[config.mk]
export PLATFORM = sky130hd
export DESIGN_NAME = cache_fill_fsm
export DESIGN_NICKNAME = d
export VERILOG_FILES = /design/src/common/cache_pkg.sv /design/src/cache/cache_fill_fsm.sv
export SDC_FILE = /design/constraint.sdc
export NUM_CORES = 1
export LEC_CHECK = 0
export BUFFER_PORTS_ARGS = -buffer_cell sky130_fd_sc_hd__buf_2
export CORE_ASPECT_RATIO = 0.75
export CORE_MARGIN = 3
export CORE_UTILIZATION = 35
export CTS_CLUSTER_SIZE = 20
export DETAILED_ROUTE_END_ITERATION = 7
export PLACE_DENSITY = 0.71
export SETUP_SLACK_MARGIN = 0.2
export SYNTH_ARGS = -nofsm -noshare
export SYNTH_HDL_FRONTEND = slang
export SYNTH_SLANG_ARGS = --single-unit
[constraint.sdc]
create_clock -name clk -period 2.05 [get_ports clk]
set_input_delay 0.1025 -clock clk [delete_from_list [all_inputs] [get_ports clk]]
set_output_delay 0.1025 -clock clk [all_outputs]
set_load 0.03 [all_outputs]
[src/common/cache_pkg.sv]
package cache_pkg;

	// address and data word width
	localparam int addr_width = 16; // byte address, also the data word width

	// address split  tttt tiii iiii oooo
	localparam int tag_width = 5; // addr[15:11]
	localparam int index_width = 7; // addr[10:4]
	localparam int offset_width = 4; // addr[3:0], bit 0 unused for 16-bit words

	// word number inside a block
	localparam int word_sel_width = offset_width - 1; // addr[3:1]

	// array geometry
	localparam int num_blocks = 1 << index_width; // 128 direct-mapped entries
	localparam int words_per_block = 1 << word_sel_width; // 8 words per block

	// a miss fetches the whole block, one word per memory read
	localparam int fill_words = words_per_block;

	// fill controller states
	localparam logic [1:0] fsm_idle = 2'd0; // waiting for a miss
	localparam logic [1:0] fsm_fetch = 2'd1; // reading block words from memory
	localparam logic [1:0] fsm_finish = 2'd2; // tag write, one cycle

	// last word of a fill, compared against the word counter
	localparam logic [word_sel_width-1:0] last_fill_word = word_sel_width'(fill_words - 1);

endpackage

[src/cache/cache_fill_fsm.sv]
module cache_fill_fsm import cache_pkg::*; (
	input logic clk,
	input logic reset,

	// miss request from the hit logic
	input logic miss, // first cycle of a missing request while idle
	input logic mem_data_valid, // single-cycle strobe from memory
	input logic [addr_width-1:0] miss_addr, // address of the missing access

	// memory read side
	output logic mem_read, // held until mem_data_valid
	output logic [addr_width-1:0] mem_read_addr, // base plus two times word

	// array control
	output logic write_data_array, // store mem_read_data at fill_word
	output logic [word_sel_width-1:0] fill_word, // word being fetched
	output logic [addr_width-1:0] fill_base_addr, // block base with the offset cleared
	output logic write_tag_array, // set valid and tag for the block
	output logic busy // fill in progress
);

	logic [1:0] state; // fill state
	logic [1:0] state_next;
	logic [word_sel_width-1:0] word_cnt; // next word to request
	logic [addr_width-1:0] base_addr; // latched block base address
	logic last_word; // current word is the final one of the block

	assign last_word = (word_cnt == last_fill_word);

	// next state
	always_comb begin
		state_next = state;
		case (state)
			fsm_idle: begin
				if (miss)
					state_next = fsm_fetch; // start the fill next cycle
			end
			fsm_fetch: begin
				if (mem_data_valid && last_word)
					state_next = fsm_finish; // eighth word arrived
			end
			fsm_finish: begin
				state_next = fsm_idle; // tag written this cycle
			end
			default: begin
				state_next = fsm_idle;
			end
		endcase
	end

	always_ff @(posedge clk) begin
		if (reset)
			state <= fsm_idle;
		else
			state <= state_next;
	end

	// word counter restarts for each miss
	always_ff @(posedge clk) begin
		if (reset)
			word_cnt <= '0;
		else if (state == fsm_idle)
			word_cnt <= '0;
		else if (state == fsm_fetch && mem_data_valid)
			word_cnt <= word_cnt + 1'b1; // wraps to 0 after the last word
	end

	// block base latched on the miss
	always_ff @(posedge clk) begin
		if (state == fsm_idle && miss)
			base_addr <= {miss_addr[addr_width-1:offset_width], {offset_width{1'b0}}};
	end

	assign busy = (state != fsm_idle);
	assign mem_read = (state == fsm_fetch); // one read pending per word
	assign mem_read_addr = {base_addr[addr_width-1:offset_width], word_cnt, 1'b0};
	assign write_data_array = (state == fsm_fetch) & mem_data_valid; // same cycle as data
	assign fill_word = word_cnt;
	assign fill_base_addr = base_addr;
	assign write_tag_array = (state == fsm_finish); // one cycle pulse

endmodule

======== Word-level counts from Yosys, hierarchy flattened ========
Cells that the tools add are included.
operators by class
  muxes and demuxes ....................... 3
  reductions and logical operators ........ 7
  bitwise gates (word level) .............. 1
  add/subtract/negate cells ............... 1
  equal/unequal tests ..................... 5
operators by type and width
  kind                                                  number
  2-to-1 mux 2 bit                                      2
  case mux 2 bit (2 select lines)                       1
  adder 3 x 1 -> 3 bit (second input constant)          1
  equality test 3 bit (second input constant)           1
  logical AND 1 bit                                     3
  equality test 2 x 1 -> 1 bit (second input constant)  1
  equality test 2 bit (second input constant)           1
  logical NOT 2 bit                                     1
  != test 2 x 1 -> 1 bit (second input constant)        1
  != test 2 bit (second input constant)                 1
  AND reduction 2 bit                                   1
  nonzero test 2 bit                                    1
  OR reduction 2 bit                                    1
  bitwise AND 1 bit                                     1
storage, ports and cells
  output and inout bits ................... 39
  register bits after elaboration ......... 17
  input bits .............................. 20

======== Longest topological paths before layout ========
Gate-level depths: netlist (run 1).
  word-level depth ........................ 4
  depth in mapped cells ................... 5

======== Least setup slack after synthesis (run 1) ========
Ideal clock, no wire load.
  path kind ............................... flip-flop to flip-flop
  start point ............................. register state[0]
  end point ............................... register base_addr[10], in the netlist fill_base_addr[10], enable pin
  buffers on the path ..................... 0
  setup time .............................. 0.380 ns
  arrival ................................. 1.274 ns
  clock period less this slack ............ 1.654 ns
  stages on the path, launching flop included .. 3
  path slack .............................. 0.396 ns
  data required time ...................... 1.670 ns
  cells stage by stage .................... dfxtp_1 > or2_1 > nor2_1
on the way
  longest elaborated chain between the ends .. 2
RTL lines
  element                   RTL line              source
  start: declaration        cache_fill_fsm.sv:22  logic [1:0] state;
  start signal: assignment  cache_fill_fsm.sv:53  state <= fsm_idle;
  start signal: assignment  cache_fill_fsm.sv:55  state <= state_next;
  logical NOT 2 bit         cache_fill_fsm.sv:70  if (state == fsm_idle && miss)
  logical AND 1 bit         cache_fill_fsm.sv:70
  end signal: assignment    cache_fill_fsm.sv:71  base_addr <= {miss_addr[addr_width-1:offset_width], {offset_width{1'b0}}};
  end: declaration          cache_fill_fsm.sv:25  logic [addr_width-1:0] base_addr;
No other way between the ends.
A chain may end at the register's enable or synchronous reset.

======== Worst setup path after layout (run 1) ========
  start point ............................. register state[1]
  end point ............................... output write_data_array
on the way
  longest elaborated chain between the ends .. 2
RTL lines
  element                       RTL line              source
  equality test 2 x 1 -> 1 bit  cache_fill_fsm.sv:77  assign write_data_array = (state == fsm_fetch) & mem_data_valid;
  bitwise AND 1 bit             cache_fill_fsm.sv:77
  end: declaration              cache_fill_fsm.sv:15  output logic write_data_array,
No other way between the ends.

==> results.tsv, run 1 <==
stage	metric	value	unit
cells_and_area	Area Growth Syn to Fin	38.3	%
place	buffers added on ports	49	
grt	initial antenna violation count	0	
drt	Wirelength per Cell	12.0	microns
clock_tree	TritonCTS clock tree	built	
drt	Iter 0 DRT Violations	4	
synth	post-synthesis average cell area	12.7	sq um
synth	Yosys cell types	19	
die	initial cell density of the core	40.4	%
cells_and_area	most frequent cells in the layout	buf_2 (49), edfxtp_1 (12), dlygate4sd3_1 (12)	
clock_tree	root buffer cell	clkbuf_4	
die	Die ar.	2780	sq um
synth	sequential fraction of the synthesis area	60.4	%
run_status	outcome	finished clean	
grt	first-pass GRT wire length	2130	microns
critical_path	crit path launch type	register	
clock_tree	total CTS buffers	3	
sta	Tmin final	1.30	ns
die	Core Area	1890	sq um
critical_path	Worst setup EP type	output pin	
clock_tree	H-tree levels	1	
die	I/O pin count	59	
clock_tree	Max clock buf depth	2	
cells_and_area	antenna cells	0	
sta	final hold violation count	0	
drt	DR pass1 iterations	3	
clock_tree	Clock Latency Late Sink	0.28	ns
sta	count of final max-slew check failures	0	
sta	final setup margin	0.748	ns
die	Die Span Y	46.4	microns
sta	setup TNS	0	ns
grt	gr ovfl total	0	
drt	Via Count	566	
sta	RSZ-0062 raised after global routing	no	
sta	fmax	768	MHz
flow_run	max_cap viols	0	
drt	Routed Antenna Nets	0	
die	Die Wd	59.9	microns
clock_tree	post-CTS sizing	0	
die	number of cell rows	13	
critical_path	Data arrival, critical path	1.20	ns
critical_path	CP peak stage delay	0.47	ns
sta	Worst Skew	0.00602	ns
cells_and_area	layout net count	133	
synth	Synthesis Warnings	0	
grt	largest net degree at the start of global routing	13	
critical_path	CP Cell Sequence	and3b_2 -> buf_2	
drt	Post-Route WL	1590	microns
hold_path	worst min-delay path category	in -> reg	
grt	GRT Total Usage	10.8	%
synth	Seq cells post-synth	17	
synth	Netlist Area Pre-Place	762	sq um
drt	vias per cell	4.29	
clock_tree	Sink Count	17	
synth	Cells after Synth	60	
place	gpl congestion	0.669	
grt	number of global-route vias before repair	485	
cells_and_area	commonest non-fill, non-tap cell in the layout	buf_2	
power	Leakage	0.520	nW
critical_path	Crit Path Category	reg -> out	
drt	DRC viols	0	
clock_tree	Worst-path clk slew	0.09	ns
power	Peak supply drop	0.429	mV
sta	post-route clock period utilization	63.5	%
cells_and_area	# fillers	165	
cells_and_area	layout cell share with drive strength beyond 1	51.8	%
place	Detail Placement HPWL	1190	microns
sta	Final Setup Violations	0	
critical_path	Slowest-stage cell, CP	dfxtp_1	
critical_path	WP data required	1.95	ns
critical_path	crit-path max FO	9	
power	Cell Pwr Density	685	nW/um^2
place	Place WS	0.836	ns
[final cells by class]
type / count / area [sq um] / area share (%)
clock buffers: 4 / 26.3 / 2.49
inverters: 1 / 3.75 / 0.356
multi-input cells: 26 / 163 / 15.4
flip-flops and latches: 17 / 460 / 43.7
well taps: 22 / 27.5 / 2.61
repair buffers: 62 / 373 / 35.4
[synthesized netlist by cell type]
| library cell | n | area (sq um) |
|---|---|---|
| edfxtp_1 | 12 | 360 |
| conb_1 | 1 | 3.75 |
| nand3_1 | 1 | 5.00 |
| nor2_1 | 1 | 3.75 |
| and3b_2 | 1 | 10.0 |
| and3b_1 | 1 | 8.76 |
| dfxtp_1 | 5 | 100 |
| and2b_2 | 3 | 26.3 |
| a21oi_1 | 3 | 15.0 |
| nand4b_1 | 1 | 8.76 |
| ha_1 | 2 | 25.0 |
| or2_1 | 1 | 6.26 |
| nor3_1 | 1 | 5.00 |
| inv_1 | 1 | 3.75 |
| o21ai_0 | 3 | 15.0 |
| nand2_1 | 1 | 3.75 |
| o21ai_1 | 1 | 5.00 |
| nand2b_1 | 1 | 6.26 |
| buf_4 | 20 | 150 |
[metrics by stage]
stage / util, % / std cells / power [W] / hold slack [ns] / area [sq um]
CTS: 55.8 / 132 / 0.000733 / 0.0227 / 1050
finish: 55.8 / 132 / 0.000722 / 0.0323 / 1050
global route: 55.8 / 132 / 0.000757 / 0.0158 / 1050
floorplan: - / 64 / 0.000517 / 0.172 / 777
global placement: 48.1 / 116 / 0.000539 / 0.280 / 907
detailed placement: 48.1 / 116 / 0.000542 / 0.281 / 907
[what timing repair did]
action                     4_1_cts  5_1_grt
setup buffers                    0        0
setup endpoints to repair        0        0
hold endpoints to repair        12        0
hold buffers                    12        0
[power breakdown]
group	switching, W	internal, W
combinational	0.000104	0.0000525
sequential	0.00000851	0.000386
clock	0.0000957	0.0000755
[worst max-delay path: cells and delay by family, from the launching register on]
| family | cells | cell delay, ns |
|---|---|---|
| buffers and inverters | 1 | 0.18 |
| flip-flops | 1 | 0.47 |
| AND/OR/NAND/NOR | 1 | 0.27 |
[path summary, 6_finish.rpt]
kind | from | end | slack (ns) | depth (start not counted)
worst max register to register | state[1] | fill_base_addr[11] | 0.82 | 3
worst max-delay path | state[1] | write_data_array | 0.75 | 2
worst min-delay path | reset | fill_word[2] | 0.03 | 2
worst min register to register | fill_word[1] | fill_word[1] | 0.53 | 2
[flip-flops by register name, indices dropped and copies added (netlist names)]
register and count:
fill_word 3, state 2, fill_base_addr 12
[kinds of logic after synthesis]
kind of cell	share of synthesized area [%]
flip-flops	60.4
adder cells (fa/ha/maj)	3.28
AO/OA/AOI/OAI	4.60
other	0.492
AND/OR/NAND/NOR	11.0
buffers and inverters	20.2
[layer usage]
layer	GRT usage [%]	vias up	share of wire, %
met5	0	-	0
met4	3.98	0	1.1
met3	4.20	2	9.8
met2	18.8	33	50
met1	12.1	249	39
li1	-	282	-
Power figures use the tool's default switching activity.
==> run 2: changes to the inputs <==
==> constraint.sdc (replaced) <==
create_clock -name clk -period 1.4 [get_ports clk]
set_input_delay 0.07 -clock clk [delete_from_list [all_inputs] [get_ports clk]]
set_output_delay 0.07 -clock clk [all_outputs]
set_load 0.03 [all_outputs]
==> results.tsv, run 2 (synthesized netlist as in run 1, its figures left out) <==
stage	metric	value	unit	change
run_status	outcome	finished clean		unchanged
sta	hold slack	0.0747	ns	was 0.0323 ns
place	gpl congestion	0.691		was 0.669
die	number of cell rows	13		unchanged
drt	Iter 0 DRT Violations	3		was 4
grt	initial antenna violation count	0		unchanged
grt	first-pass GRT wire length	2190	microns	was 2130 microns
cells_and_area	Area Growth Syn to Fin	48.4	%	was 38.3%
grt	largest net degree at the start of global routing	13		unchanged
clock_tree	Max clock buf depth	2		unchanged
place	buffers added on ports	49		unchanged
critical_path	Data arrival, critical path	1.10	ns	was 1.20 ns
critical_path	critical path endpoint	busy		was write_data_array
clock_tree	H-tree levels	1		unchanged
power	Sw Ratio	29.2	%	was 28.8%
sta	setup TNS	0	ns	unchanged
cells_and_area	layout net count	136		was 133
hold_path	Hold Startpoint	mem_data_valid		was reset
cells_and_area	most frequent cells in the layout	buf_2 (47), dlygate4sd3_1 (13), edfxtp_1 (12)		was buf_2 (49), edfxtp_1 (12), dlygate4sd3_1 (12)
critical_path	Worst setup EP type	output pin		unchanged
cells_and_area	# fillers	160		was 165
clock_tree	Sink Count	17		unchanged
grt	GRT Total Usage	10.8	%	about the same
die	Die Span Y	46.4	microns	unchanged
place	placed cells	116		unchanged
power	Leakage	0.542	nW	was 0.520 nW
die	Die ar.	2780	sq um	unchanged
clock_tree	Worst-path clk slew	0.09	ns	about the same
hold_path	worst min-delay path category	in -> reg		unchanged
clock_tree	root buffer cell	clkbuf_4		unchanged
critical_path	crit-path max FO	9		unchanged
drt	Routed Antenna Nets	0		unchanged
power	Clk network pwr share	23.4	%	was 23.7%
power	NetSw	0.000314	W	was 0.000208 W
power	Comb pwr share	23.4	%	was 21.7%
sta	Worst Skew	0.000510	ns	was 0.00602 ns
sta	post-route clock period utilization	83.9	%	
drt	Post-Route WL	1550	microns	was 1590 microns
critical_path	crit path from	state[1]		unchanged
critical_path	R2R Setup Slk	0.24	ns	was 0.82 ns
critical_path	Slowest-stage cell, CP	dfxtp_4		was dfxtp_1
place	Detail Placement HPWL	1140	microns	was 1190 microns
critical_path	CP Cell Sequence	or2_4 -> buf_2		was and3b_2 -> buf_2
drt	DR pass1 iterations	2		was 3
critical_path	worst reg2reg path depth	3		unchanged
cells_and_area	commonest non-fill, non-tap cell in the layout	buf_2		unchanged
critical_path	worst reg2reg endpoint	fill_base_addr[6]		was fill_base_addr[11]
power	sequential cell fraction of total power	53.2	%	was 54.6%
clock_tree	Clock Latency Late Sink	0.28	ns	about the same
clock_tree	total CTS buffers	3		unchanged
critical_path	r2r startpoint	state[1]		unchanged
cells_and_area	register area	468	sq um	was 460 sq um
sta	count of final max-slew check failures	0		unchanged
cells_and_area	max reg flops	12		unchanged
drt	Via Count	564		was 566
drt	Wirelength per Cell	11.5	microns	was 12.0 microns
die	Core Area	1890	sq um	unchanged
die	initial cell density of the core	40.4	%	unchanged
power	Cell Int Power	0.000763	W	was 0.000514 W
sta	final hold violation count	0		unchanged
sta	RSZ-0062 raised after global routing	yes		was no
hold_path	hold-critical path depth	3		was 2
grt	gr ovfl total	0		unchanged
power	Cell Pwr Density	952	nW/um^2	was 685 nW/um^2
drt	vias per cell	4.18		was 4.29
power	Peak supply drop	0.846	mV	was 0.429 mV
flow_run	max_cap viols	0		unchanged
cells_and_area	multi-input logic area	178	sq um	was 163 sq um
sta	fmax	851	MHz	
critical_path	Crit Path Category	reg -> out		unchanged
critical_path	WP data required	1.33	ns	was 1.95 ns
cells_and_area	layout cell share with drive strength beyond 1	60.2	%	was 51.8%
drt	DRC viols	0		unchanged
grt	number of global-route vias before repair	510		was 485
critical_path	CP peak stage delay	0.38	ns	was 0.47 ns
cells_and_area	Layout Cells excl Fill	135		was 132
cells_and_area	antenna cells	0		unchanged
die	I/O pin count	59		unchanged
die	Die Wd	59.9	microns	unchanged
critical_path	crit path launch type	register		unchanged
sta	Final Setup Violations	0		unchanged
clock_tree	TritonCTS clock tree	built		unchanged
sta	Tmin final	1.17	ns	
## run 2: critical path: cells and delay by family (launching register included)
family,cells,cell delay [ns]
flip-flops,1,0.38
AND/OR/NAND/NOR,1,0.26
buffers and inverters,1,0.18
## run 2: timing repair
item / 4_1_cts / 5_1_grt
buffers inserted: 2 / 0
hold buffers: 13 / 0
gates cloned: 0 / 0
hold endpoints to repair: 16 / 0
pin swaps: 2 / 1
resized for setup: 5 / 6
endpoints found under the setup margin: 14 / 5
## run 2: power groups by stage
| stage | clock network, W | registers, W | logic, W |
|---|---|---|---|
| 2_1_floorplan | 0 | 0.000630 | 0.000132 |
| 3_3_place_gp | 0 | 0.000585 | 0.000209 |
| 3_5_place_dp | 0 | 0.000586 | 0.000211 |
| 4_1_cts | 0.000271 | 0.000575 | 0.000252 |
| 5_1_grt | 0.000289 | 0.000577 | 0.000267 |
| 6_report | 0.000252 | 0.000573 | 0.000252 |
## run 2: layout make-up
class | count | area share, %
repair buffers | 65 | 37.7
inverters | 1 | 0.332
flip-flops and latches | 17 | 41.4
well taps | 22 | 2.43
clock buffers | 3 | 1.99
clock inverters | 1 | 0.442
multi-input cells | 26 | 15.7
## run 2: worst min path at each step
stage | end | slack (ns)
CTS | fill_word[2] | 0.06
global route | fill_word[2] | 0.08
floorplan | fill_word[0] | 0.14
detailed placement | fill_base_addr[9] | 0.25
global placement | fill_base_addr[5] | 0.25
finish | fill_word[2] | 0.07
## run 2: metal layers
| metal | GRT usage (%) | vias up | part of all wire [%] |
|---|---|---|---|
| met5 | 0 | - | 0 |
| met4 | 2.65 | 0 | 1.2 |
| met3 | 4.48 | 2 | 7.9 |
| met2 | 20.7 | 26 | 54 |
| met1 | 10.8 | 249 | 37 |
| li1 | - | 287 | - |
## run 2: metrics by stage
step	instance area [sq um]	util (%)	power (W)	setup WS (ns)
3_3_place_gp	918	48.7	0.000794	0.154
6_report	1130	59.9	0.00108	0.226
2_1_floorplan	788	-	0.000762	0.177
4_1_cts	1120	59.2	0.00110	0.208
5_1_grt	1130	59.9	0.00113	0.187
3_5_place_dp	918	48.7	0.000797	0.125
==> run 3: changes to the inputs <==
==> constraint.sdc (replaced) <==
create_clock -name clk -period 1.1 [get_ports clk]
set_input_delay 0.055 -clock clk [delete_from_list [all_inputs] [get_ports clk]]
set_output_delay 0.055 -clock clk [all_outputs]
set_load 0.03 [all_outputs]
==> results.tsv, run 3 (synthesized netlist as in run 1, its figures left out) <==
stage	metric	value	unit	change
cells_and_area	post-layout util	78.0	%	was 59.9%
clock_tree	Clock Latency Late Sink	0.29	ns	was 0.28 ns
critical_path	crit path launch type	register		unchanged
clock_tree	TritonCTS clock tree	built		unchanged
drt	DRC viols	0		unchanged
critical_path	crit-path max FO	8		was 9
grt	largest net degree at the start of global routing	13		unchanged
critical_path	CP peak stage delay	0.35	ns	was 0.38 ns
clock_tree	root buffer cell	clkbuf_4		unchanged
die	Die Wd	59.9	microns	unchanged
sta	Worst Skew	0.00272	ns	was 0.000510 ns
grt	number of global-route vias before repair	646		was 510
critical_path	CP Cell Sequence	buf_6 -> and3b_2 -> buf_4 -> buf_6 -> and3b_1		was or2_4 -> buf_2
critical_path	Data arrival, critical path	1.37	ns	was 1.10 ns
critical_path	Crit Path Category	reg -> reg		was reg -> out
sta	Tmin final	1.18	ns	
clock_tree	H-tree levels	1		unchanged
cells_and_area	Final Cell Area	1470	sq um	was 1130 sq um
clock_tree	Worst-path clk slew	0.10	ns	was 0.09 ns
clock_tree	Sink Count	17		unchanged
critical_path	Worst path most repeated cell	buf_6		
sta	Final Setup Violations	18		was 0
die	Core Area	1890	sq um	unchanged
place	placed cells	118		was 116
drt	Iter 0 DRT Violations	6		was 3
grt	GRT Total Usage	16.2	%	was 10.8%
critical_path	Slowest-stage cell, CP	dfxtp_2		was dfxtp_4
flow_run	max_cap viols	0		unchanged
cells_and_area	Layout Cells excl Fill	142		was 135
die	I/O pin count	59		unchanged
drt	Top Metal Used	met4		unchanged
sta	count of final max-slew check failures	0		unchanged
cells_and_area	Area Growth Syn to Fin	93.1	%	was 48.4%
die	Die ar.	2780	sq um	unchanged
cells_and_area	commonest non-fill, non-tap cell in the layout	buf_6		was buf_2
cells_and_area	max reg flops	12		unchanged
cells_and_area	layout cell share with drive strength beyond 1	65.8	%	was 60.2%
power	Cell Pwr Density	1030	nW/um^2	was 952 nW/um^2
place	Detail Placement HPWL	1200	microns	was 1140 microns
die	Die Span Y	46.4	microns	unchanged
place	gpl congestion	0.684		was 0.691
drt	Routed Antenna Nets	0		unchanged
cells_and_area	most frequent cells in the layout	buf_6 (35), buf_2 (15), dlygate4sd3_1 (13)		was buf_2 (47), dlygate4sd3_1 (13), edfxtp_1 (12)
power	Peak supply drop	1.04	mV	was 0.846 mV
critical_path	Worst setup EP type	register		was output pin
grt	first-pass GRT wire length	3170	microns	was 2190 microns
drt	met2 wire len	1060	microns	was 836 microns
drt	Post-Route WL	2070	microns	was 1550 microns
sta	final setup margin	-0.0819	ns	was 0.226 ns
drt	DR pass1 iterations	3		was 2
run_status	outcome	finished with violations		was finished clean
grt	gr ovfl total	0		unchanged
drt	vias per cell	4.50		was 4.18
critical_path	WP data required	1.29	ns	was 1.33 ns
power	Leakage	0.652	nW	was 0.542 nW
sta	post-route clock period utilization	107	%	
place	buffers added on ports	49		unchanged
drt	Metal-1 WL	774	microns	was 569 microns
sta	RSZ-0062 raised after global routing	yes		unchanged
drt	met3 routed wirelength	227	microns	was 122 microns
cells_and_area	antenna cells	0		unchanged
drt	Wirelength per Cell	14.6	microns	was 11.5 microns
drt	Via Count	639		was 564
die	initial cell density of the core	40.4	%	unchanged
power	PnR Total Power	0.00151	W	was 0.00108 W
place	Placed Area	981	sq um	was 918 sq um
hold_path	worst min-delay path category	in -> reg		unchanged
place	Place WS	-0.0127	ns	was 0.125 ns
die	number of cell rows	13		unchanged
run_status	violated checks	setup timing		
clock_tree	Max clock buf depth	2		unchanged
clock_tree	total CTS buffers	3		unchanged
cells_and_area	layout net count	143		was 136
sta	final hold violation count	0		unchanged
grt	initial antenna violation count	0		unchanged
sta	fmax	846	MHz	
## run 3: final timing paths
check | startpoint | end | slack (ns) | cells after the start
worst min register to register | state[1] | state[0] | 0.53 | 2
worst max-delay path | state[1] | state[1] | -0.08 | 5
worst max register to register | state[1] | state[1] | -0.08 | 5
worst min-delay path | miss | state[0] | 0.06 | 3
## run 3: what timing repair did
action / CTS / global route
endpoints found under the setup margin: 51 / 51
endpoints found under the hold margin: 16 / 0
pin swaps: 4 / 3
resized for setup: 71 / 7
gates cloned: 0 / 1
hold buffers: 13 / 0
setup buffers: 3 / 3
## run 3: critical path, delay by kind of cell, from the launching register on
kind | cells | cell delay (ns)
AND/OR/NAND/NOR | 2 | 0.38
buffers and inverters | 3 | 0.36
flip-flops | 1 | 0.35
## run 3: power breakdown
part	internal [W]	switching, W	leakage [nW]
registers	0.000714	0.0000273	0.158
clock network	0.000135	0.000199	0.0177
logic	0.000215	0.000218	0.477
total	0.00106	0.000444	0.652
## run 3: metrics by stage
stage	hold slack, ns	setup TNS, ns
3_3_place_gp	0.233	-0.000467
5_1_grt	0.0528	-1.68
2_1_floorplan	0.114	-1.47
6_report	0.0567	-0.965
4_1_cts	0.0543	-0.571
3_5_place_dp	0.233	-0.150
## run 3: layout make-up
class                           instances  area (sq um)
Fill cell                             121           415
Clock inverter                          1          5.00
Multi-Input combinational cell         26           214
Inverter                                1          3.75
Sequential cell                        17           474
Clock buffer                            3          22.5
Timing Repair Buffer                   72           724
Tap cell                               22          27.5
## run 3: metal layers
layer	track usage, %	up-vias
li1	-	303
met1	17.6	297
met2	28.7	37
met3	5.88	2
met4	6.64	0
met5	0	-
